$ cat config.mk
export PLATFORM = sky130hd
export DESIGN_NAME = uart_alu_top
export DESIGN_NICKNAME = d
export VERILOG_FILES = /design/src/common/uart_alu_pkg.sv /design/src/verilog/baud_rate_gen.sv /design/src/uart/uart_rx.sv /design/src/uart/uart_tx.sv /design/src/verilog/alu.sv /design/src/verilog/alu_interface.sv /design/src/verilog/uart_alu_top.sv
export SDC_FILE = /design/constraint.sdc
export NUM_CORES = 1
export LEC_CHECK = 0
export BUFFER_PORTS_ARGS = -buffer_cell sky130_fd_sc_hd__buf_2
export CAP_MARGIN = 25
export CORE_MARGIN = 10
export CORE_UTILIZATION = 28
export DETAILED_ROUTE_END_ITERATION = 7
export PLACE_DENSITY = 0.49
export SLEW_MARGIN = 5
export SYNTH_ARGS = -nofsm -noshare
export SYNTH_HDL_FRONTEND = slang
export SYNTH_HIERARCHICAL = 1
export SYNTH_SLANG_ARGS = --single-unit
$ cat constraint.sdc
create_clock -name clk -period 5.8 [get_ports clk]
set_clock_uncertainty 0.1 [all_clocks]
set_input_delay 1.45 -clock clk [delete_from_list [all_inputs] [get_ports clk]]
set_output_delay 1.45 -clock clk [all_outputs]
set_load 0.005 [all_outputs]
$ cat src/common/uart_alu_pkg.sv
`default_nettype none

package uart_alu_pkg;

	//////////////////////
	// frame constants
	//////////////////////
	localparam int NBIT_DATA     = 8;   // data bits per frame
	localparam int NUM_TICKS     = 16;  // oversampling ticks per bit
	localparam int CLKS_PER_TICK = 4;   // clk cycles between baud ticks

	localparam int TICK_CNT_W = $clog2(NUM_TICKS);
	localparam int BIT_CNT_W  = $clog2(NBIT_DATA);
	localparam int DIV_CNT_W  = $clog2(CLKS_PER_TICK);

	// counter compare values, sized to the counters
	localparam logic [TICK_CNT_W-1:0] TICK_LAST = TICK_CNT_W'(NUM_TICKS - 1);
	localparam logic [TICK_CNT_W-1:0] TICK_MID  = TICK_CNT_W'(NUM_TICKS / 2 - 1);
	localparam logic [BIT_CNT_W-1:0]  BIT_LAST  = BIT_CNT_W'(NBIT_DATA - 1);
	localparam logic [DIV_CNT_W-1:0]  DIV_LAST  = DIV_CNT_W'(CLKS_PER_TICK - 1);

	typedef logic [NBIT_DATA-1:0] data_t;

	//////////////////////
	// alu opcodes
	//////////////////////
	typedef enum logic [7:0] {
		op_add = 8'h20,
		op_sub = 8'h22,
		op_and = 8'h24,
		op_or  = 8'h25,
		op_xor = 8'h26,
		op_nor = 8'h27,
		op_srl = 8'h02,
		op_sra = 8'h03
	} opcode_e;

	typedef struct packed {
		data_t   operand_a;
		data_t   operand_b;
		opcode_e opcode;   // may hold a byte outside the enum
	} alu_request_t;

	//////////////////////
	// fsm states
	//////////////////////
	typedef enum logic [1:0] {rx_idle, rx_start, rx_data, rx_stop} rx_state_e;
	typedef enum logic [1:0] {tx_idle, tx_start, tx_data, tx_stop} tx_state_e;
	typedef enum logic [1:0] {wait_a, wait_b, wait_op, send} if_state_e;

endpackage

`default_nettype wire

$ cat src/verilog/baud_rate_gen.sv
`timescale 1ns/1ps
`default_nettype none

module baud_rate_gen (
	input  wire  clk,
	input  wire  arst_n,
	output logic tick    // one clk wide, every CLKS_PER_TICK clocks
);

	import uart_alu_pkg::*;

	logic [DIV_CNT_W-1:0] div_cnt;

	// free running divider, tick registered on the wrap
	always_ff @(posedge clk or negedge arst_n)
	begin
		if (!arst_n)
		begin
			div_cnt <= '0;
			tick    <= 1'b0;
		end
		else
		begin
			tick <= (div_cnt == DIV_LAST);
			if (div_cnt == DIV_LAST)
				div_cnt <= '0;   // wrap
			else
				div_cnt <= div_cnt + 1'b1;
		end
	end

	// divider must be at least 2 for rx/tx pulses to stay single cycle
	a_tick_single: assert property (
		@(posedge clk) disable iff (!arst_n)
		tick |=> !tick
	) else $error("baud tick high on two consecutive clocks");

endmodule

`default_nettype wire

$ cat src/uart/uart_rx.sv
`timescale 1ns/1ps
`default_nettype none

module uart_rx (
	input  wire                 clk,
	input  wire                 arst_n,
	input  wire                 tick,
	input  wire                 rx,
	output uart_alu_pkg::data_t rx_data,       // last complete byte
	output logic                rx_done_tick
);

	import uart_alu_pkg::*;

	rx_state_e             state;
	logic [TICK_CNT_W-1:0] tick_cnt;
	logic [BIT_CNT_W-1:0]  bit_cnt;
	data_t                 shreg;   // assembly register, LSB arrives first
	logic                  rx_meta;
	logic                  rx_sync;

	//////////////////////
	// input synchronizer
	//////////////////////
	always_ff @(posedge clk or negedge arst_n)
	begin
		if (!arst_n)
		begin
			rx_meta <= 1'b1;   // line idles high
			rx_sync <= 1'b1;
		end
		else
		begin
			rx_meta <= rx;
			rx_sync <= rx_meta;
		end
	end

	//////////////////////
	// receive fsm
	//////////////////////
	always_ff @(posedge clk or negedge arst_n)
	begin
		if (!arst_n)
		begin
			state        <= rx_idle;
			tick_cnt     <= '0;
			bit_cnt      <= '0;
			rx_done_tick <= 1'b0;
		end
		else
		begin
			rx_done_tick <= 1'b0;
			case (state)
				rx_idle:
				begin
					if (!rx_sync)   // falling edge, maybe a start bit
					begin
						state    <= rx_start;
						tick_cnt <= '0;
					end
				end
				rx_start:
				begin
					if (tick)
					begin
						if (tick_cnt == TICK_MID)
						begin
							tick_cnt <= '0;
							bit_cnt  <= '0;
							// glitch check at mid start bit
							state    <= rx_sync ? rx_idle : uart_alu_pkg::rx_data;
						end
						else
							tick_cnt <= tick_cnt + 1'b1;
					end
				end
				uart_alu_pkg::rx_data:
				begin
					if (tick)
					begin
						if (tick_cnt == TICK_LAST)   // centre of a data bit
						begin
							tick_cnt <= '0;
							if (bit_cnt == BIT_LAST)
								state <= rx_stop;
							else
								bit_cnt <= bit_cnt + 1'b1;
						end
						else
							tick_cnt <= tick_cnt + 1'b1;
					end
				end
				rx_stop:
				begin
					if (tick)
					begin
						if (tick_cnt == TICK_LAST)
						begin
							state        <= rx_idle;
							tick_cnt     <= '0;
							rx_done_tick <= 1'b1;   // stop bit not checked
						end
						else
							tick_cnt <= tick_cnt + 1'b1;
					end
				end
				default: state <= rx_idle;
			endcase
		end
	end

	// payload path, shifts at the bit centres
	always_ff @(posedge clk)
	begin
		if (state == uart_alu_pkg::rx_data && tick && tick_cnt == TICK_LAST)
			shreg <= {rx_sync, shreg[NBIT_DATA-1:1]};
		if (state == rx_stop && tick && tick_cnt == TICK_LAST)
			rx_data <= shreg;   // held until the next frame ends
	end

	a_rx_done_pulse: assert property (
		@(posedge clk) disable iff (!arst_n)
		rx_done_tick |=> !rx_done_tick
	) else $error("rx_done_tick wider than one clock");

endmodule

`default_nettype wire

$ cat src/uart/uart_tx.sv
`timescale 1ns/1ps
`default_nettype none

module uart_tx (
	input  wire                 clk,
	input  wire                 arst_n,
	input  wire                 tick,
	input  wire                 tx_start,       // level, sampled on tick in idle
	input  uart_alu_pkg::data_t tx_data,
	output logic                tx_done_tick,
	output logic                tx
);

	import uart_alu_pkg::*;

	tx_state_e             state;
	logic [TICK_CNT_W-1:0] tick_cnt;
	logic [BIT_CNT_W-1:0]  bit_cnt;
	data_t                 buffer;   // shifted right, bit 0 goes out next

	always_ff @(posedge clk or negedge arst_n)
	begin
		if (!arst_n)
		begin
			state        <= tx_idle;
			tick_cnt     <= '0;
			bit_cnt      <= '0;
			tx           <= 1'b1;
			tx_done_tick <= 1'b0;
		end
		else
		begin
			tx_done_tick <= 1'b0;
			if (tick)
			begin
				case (state)
					tx_idle:
					begin
						if (tx_start)
						begin
							state    <= uart_alu_pkg::tx_start;
							tick_cnt <= '0;
							tx       <= 1'b0;   // start bit goes out now
						end
					end
					uart_alu_pkg::tx_start:
					begin
						if (tick_cnt == TICK_LAST)
						begin
							state    <= uart_alu_pkg::tx_data;
							tick_cnt <= '0;
							bit_cnt  <= '0;
							tx       <= buffer[0];   // first data bit, LSB
						end
						else
							tick_cnt <= tick_cnt + 1'b1;
					end
					uart_alu_pkg::tx_data:
					begin
						if (tick_cnt == TICK_LAST)
						begin
							tick_cnt <= '0;
							if (bit_cnt == BIT_LAST)
							begin
								state <= tx_stop;
								tx    <= 1'b1;   // stop bit
							end
							else
							begin
								bit_cnt <= bit_cnt + 1'b1;
								tx      <= buffer[1];   // next bit, before shift
							end
						end
						else
							tick_cnt <= tick_cnt + 1'b1;
					end
					tx_stop:
					begin
						if (tick_cnt == TICK_LAST)
						begin
							state        <= tx_idle;
							tick_cnt     <= '0;
							tx_done_tick <= 1'b1;
						end
						else
							tick_cnt <= tick_cnt + 1'b1;
					end
					default: state <= tx_idle;
				endcase
			end
		end
	end

	// shift buffer, payload only
	always_ff @(posedge clk)
	begin
		if (tick && state == tx_idle && tx_start)
			buffer <= tx_data;
		else if (tick && state == uart_alu_pkg::tx_data && tick_cnt == TICK_LAST)
			buffer <= buffer >> 1;
	end

	a_tx_idle_high: assert property (
		@(posedge clk) disable iff (!arst_n)
		(state == tx_idle) |-> tx
	) else $error("tx line low while idle");

	a_tx_done_pulse: assert property (
		@(posedge clk) disable iff (!arst_n)
		tx_done_tick |=> !tx_done_tick
	) else $error("tx_done_tick wider than one clock");

endmodule

`default_nettype wire

$ cat src/verilog/alu.sv
`timescale 1ns/1ps
`default_nettype none

module alu (
	input  uart_alu_pkg::alu_request_t request,
	output uart_alu_pkg::data_t        result
);

	import uart_alu_pkg::*;

	data_t            a;
	data_t            b;
	logic [2:0]       shamt;   // only low 3 bits of B shift
	logic signed [NBIT_DATA-1:0] a_signed;

	assign a        = request.operand_a;
	assign b        = request.operand_b;
	assign shamt    = b[2:0];
	assign a_signed = a;

	//////////////////////
	// opcode decode
	//////////////////////
	always_comb
	begin
		case (request.opcode)
			op_add: result = a + b;        // mod 256
			op_sub: result = a - b;        // mod 256
			op_and: result = a & b;
			op_or:  result = a | b;
			op_xor: result = a ^ b;
			op_nor: result = ~(a | b);
			op_srl: result = a >> shamt;   // zero fill
			op_sra: result = a_signed >>> shamt;   // sign fill
			default:
				result = '0;   // invalid opcode byte
		endcase
	end

endmodule

`default_nettype wire

$ cat src/verilog/alu_interface.sv
`timescale 1ns/1ps
`default_nettype none

module alu_interface (
	input  wire                        clk,
	input  wire                        arst_n,
	input  uart_alu_pkg::data_t        rx_data,
	input  wire                        rx_done_tick,
	output uart_alu_pkg::alu_request_t request,
	input  uart_alu_pkg::data_t        result,
	output uart_alu_pkg::data_t        tx_data,
	output logic                       tx_start,
	input  wire                        tx_done_tick
);

	import uart_alu_pkg::*;

	if_state_e state;

	//////////////////////
	// command sequencer
	//////////////////////
	always_ff @(posedge clk or negedge arst_n)
	begin
		if (!arst_n)
		begin
			state    <= wait_a;
			tx_start <= 1'b0;
		end
		else
		begin
			case (state)
				wait_a:  if (rx_done_tick) state <= wait_b;
				wait_b:  if (rx_done_tick) state <= wait_op;
				wait_op: if (rx_done_tick) state <= send;   // opcode stored same edge
				send:
				begin
					// rx bytes ignored here, they are lost
					if (tx_done_tick)
					begin
						tx_start <= 1'b0;   // drop before the next baud tick
						state    <= wait_a;
					end
					else
						tx_start <= 1'b1;   // result latched this edge too
				end
				default: state <= wait_a;
			endcase
		end
	end

	// operand and result registers
	always_ff @(posedge clk)
	begin
		if (rx_done_tick)
		begin
			case (state)
				wait_a:  request.operand_a <= rx_data;
				wait_b:  request.operand_b <= rx_data;
				wait_op: request.opcode    <= opcode_e'(rx_data);
				default: ;
			endcase
		end
		if (state == send && !tx_start)   // first clock of send
			tx_data <= result;
	end

	a_start_in_send: assert property (
		@(posedge clk) disable iff (!arst_n)
		tx_start |-> (state == send)
	) else $error("tx_start high outside send");

endmodule

`default_nettype wire

$ cat src/verilog/uart_alu_top.sv
`timescale 1ns/1ps
`default_nettype none

module uart_alu_top (
	input  wire  clk,
	input  wire  arst_n,
	input  wire  rx,    // serial in, idle high
	output logic tx     // serial out, idle high
);

	import uart_alu_pkg::*;

	logic         tick;
	data_t        rx_data;
	logic         rx_done_tick;
	alu_request_t request;
	data_t        result;
	data_t        tx_data;
	logic         tx_start;
	logic         tx_done_tick;

	baud_rate_gen baud_rate_gen_inst (
		.clk    (clk),
		.arst_n (arst_n),
		.tick   (tick)
	);

	uart_rx uart_rx_inst (
		.clk          (clk),
		.arst_n       (arst_n),
		.tick         (tick),
		.rx           (rx),
		.rx_data      (rx_data),
		.rx_done_tick (rx_done_tick)
	);

	alu_interface alu_interface_inst (
		.clk          (clk),
		.arst_n       (arst_n),
		.rx_data      (rx_data),
		.rx_done_tick (rx_done_tick),
		.request      (request),
		.result       (result),
		.tx_data      (tx_data),
		.tx_start     (tx_start),
		.tx_done_tick (tx_done_tick)
	);

	alu alu_inst (
		.request (request),
		.result  (result)   // combinational
	);

	uart_tx uart_tx_inst (
		.clk          (clk),
		.arst_n       (arst_n),
		.tick         (tick),
		.tx_start     (tx_start),
		.tx_data      (tx_data),
		.tx_done_tick (tx_done_tick),
		.tx           (tx)
	);

endmodule

`default_nettype wire

==> run summary <==
Status: completed
Placer congestion estimate: 0.822
Pins Over Slew Limit: 0
Peak VDD IR: 0.118 mV
CP endpoint: alu_interface_inst/tx_data[2]
Avg Cell Area, Syn: 11.8 µm²
Share of cells above drive strength 1: 12.6%
Die X: 152 µm
EDFF count, synth: 56
Placed Instances: 627
Initial Util: 28.4%
Critical-path cell list: nor2b_4 > and4_4 > mux2_2 > fa_1 > nor2b_1 > nor3_1 > a31oi_1 > o22ai_1 > a32o_1
CP Buf/Inv Count: 0
Unrepaired setup endpoints after global routing: no
Top Family by Delay on Critical Path: simple AND/OR/NAND/NOR gates
#FFs+latches synth: 85
GR Overflow Total: 0
Worst reg2reg path depth: 9
MaxCap Viol Count: 0
Post-CTS Hold Buffers: 0
Number of detailed-route iterations in the first pass: 4
Slew headroom: 54.2%
Tmin final: 3270 ps
Setup slack, reg-to-reg: 2530 ps
Pwr Density: 238 nW/µm²
CP max stage cell: edfxtp_1
Via/cell ratio: 4.88
DP HPWL: 6680 µm
Initial antenna violation count: 0
Num rows: 48
Critical Path Fanout Max: 19
Worst R2R End: alu_interface_inst/tx_data[2]
FILL cells: 1721
Crit. path cell count: 9
Via count: 3141
Worst Tran Pin Value: 687 ps
Final wirelength: 9130 µm
Root Buffer: clkbuf_16
Metal2 WL: 4410 µm
Cell area after synthesis: 4900 µm²
Util after Layout: 31.3%
Port buffer count: 3
Slowest cell delay on critical path: 770 ps
Critical path data arrival time: 3250 ps
Top post-synthesis cells by area: edfxtp_1, dfrtp_1, ha_1
Critical Path Source: alu_interface_inst/request[1]
Num CTS Buffers: 9
DRT antenna net count: 0
Max Freq: 306 MHz
Final setup fails: 0
Asr flop ratio synth: 34.1%
Nets@finish: 459
Lkg Pwr: 0.00209 µW
Design area: 5390 µm²
CTS tree: yes
Total track usage: 7.90%
Hold Fails Final Rpt: 0
DR top layer: met4
First-pass GRT wire length: 15300 µm
Total length of routed met3 wires: 211 µm
IO Count: 4
DR WL/cell: 14.2 µm
Hold Path Class: register to register
DR iter-0 viols: 219
Setup CP Type: register to register
Post-Route Setup TNS: 0 ps
Core Box Area: 17200 µm²
Post-CTS setup repair buffer count: 0
CTS max path bufs: 2
Remaining DRCs: 0
CP endpoint kind: register
Final period util: 56.4%
M1 WL: 4290 µm
Die height: 152 µm
Placed cell areas: 5100 µm²
Worst-path clk slew: 60 ps
Largest net degree at the start of global routing: 34
Synth top area share: 34.3%
Main flop type after synthesis: edfxtp_1
R2R Path Start: alu_interface_inst/request[1]
Required time worst endpoint: 5790 ps
H-tree depth: 3
P&R area growth vs syn: 10.0%
# clock sinks: 85
Post-Syn Nets: 460
Post-Syn Instances: 415
Resized Gates After CTS: 0
Skew-Pair Late Insertion Delay: 330 ps
Final Non-Filler Cells: 644
Sequential element share of the synthesized area: 49.2%
Type of origin of the critical path: register
Vias in the first global route: 3119
Leading area contributor after synthesis: edfxtp_1
Post-synthesis cell type count: 76
Synth warn: 6
Die area: 23200 µm²
Ant diodes: 0
## worst register-to-register path: stages (launching register included)
cell,delay (ps)
edfxtp_1,770
nor2b_4,260
and4_4,280
mux2_2,370
fa_1,420
nor2b_1,240
nor3_1,80
a31oi_1,140
o22ai_1,90
a32o_1,270
## cell usage in the layout, fill, tap and decap left out, drive strengths merged, types with 4 or more instances in the layout
cell type,Yosys,layout
nand3,11,11
xnor2,5,5
o22ai,4,4
clkbuf,4,16
and3,5,5
nor2b,10,10
a211o,5,5
buf,13,4
and2,4,4
a21oi,12,12
o21a,5,5
edfxtp,56,56
o21ai,15,15
a31oi,5,5
mux2,19,19
mux2i,11,11
nor2,24,24
inv,29,29
nor3,15,15
nand2b,7,7
and4,4,4
nand2,17,17
ha,41,41
dfrtp,26,26
a211oi,9,9
## report_power, final
part	switching (µW)	leakage, µW	internal [µW]
sequential	30.7	0.000863	656
combinational	24.6	0.00108	27.4
clock	213	0.000142	332
## sequential cells by signal, indices dropped and copies added, names as in the netlist, 3 cells and up, named ones only
signal                      count
alu_interface_inst/tx_data      8
uart_rx_inst/tick_cnt           4
uart_rx_inst/bit_cnt            3
uart_tx_inst/bit_cnt            3
uart_tx_inst/buffer             8
uart_rx_inst/shreg              8
uart_rx_inst/rx_data            8
alu_interface_inst/request     24
uart_tx_inst/tick_cnt           4
## stage by stage
step / setup WS (ps) / hold slack, ps / power (µW)
finish: 2530 / 257 / 1280
global route: 2380 / 263 / 1340
CTS: 2560 / 260 / 1310
detailed placement: 2560 / 247 / 752
global placement: 2620 / 250 / 750
floorplan: 2820 / 245 / 737
## how the worst min path moves through the flow
stage,slack (ps),start,to,depth (start not counted)
2_1_floorplan,250,uart_rx_inst/rx_meta,uart_rx_inst/rx_sync,0
3_3_place_gp,250,uart_rx_inst/rx_meta,uart_rx_inst/rx_sync,0
3_5_place_dp,250,uart_rx_inst/rx_meta,uart_rx_inst/rx_sync,0
4_1_cts,260,uart_rx_inst/rx_meta,uart_rx_inst/rx_sync,0
5_1_grt,260,uart_rx_inst/rx_meta,uart_rx_inst/rx_sync,0
6_report,260,uart_rx_inst/rx_meta,uart_rx_inst/rx_sync,0
## cell type report
cell class | count | area (µm²) | share of cell area (%)
Inverter | 29 | 109 | 2.02
Clock inverter | 1 | 5.00 | 0.0928
Multi-Input combinational cell | 284 | 2280 | 42.2
Clock buffer | 15 | 283 | 5.24
Timing Repair Buffer | 5 | 27.5 | 0.510
Sequential cell | 85 | 2410 | 44.7
Tap cell | 225 | 282 | 5.22
## cell usage after synthesis, types with 4 or more instances
cell type and count:
a211o_1 5, a211oi_1 9, a21oi_1 12, a31oi_1 5, buf_2 8, buf_6 4
dfrtp_1 26, edfxtp_1 56, ha_1 41, inv_1 29, mux2_1 4, mux2_2 13
mux2i_1 11, nand2_1 17, nand2b_1 6, nand3_1 10, nor2_1 24, nor2b_1 9
nor3_1 13, o21a_1 5, o21ai_0 12, o22ai_1 4, xnor2_1 5
## cell families after synthesis
kind of cell               share of synthesized area, %
AOI/OAI and AO/OA                                  12.3
xor gates and xnor gates                           1.43
adders and majority gates                          10.9
buffers and inverters                              4.37
DFF                                                49.2
muxes                                              7.22
and+or+nand+nor                                    14.6
## routing by layer
metal	GRT usage, %	vias up
met3	1.83	16
met4	3.90	0
li1	-	1550
met2	13.0	38
met5	0	-
met1	9.48	1537
(Power assumes the default switching activity.)
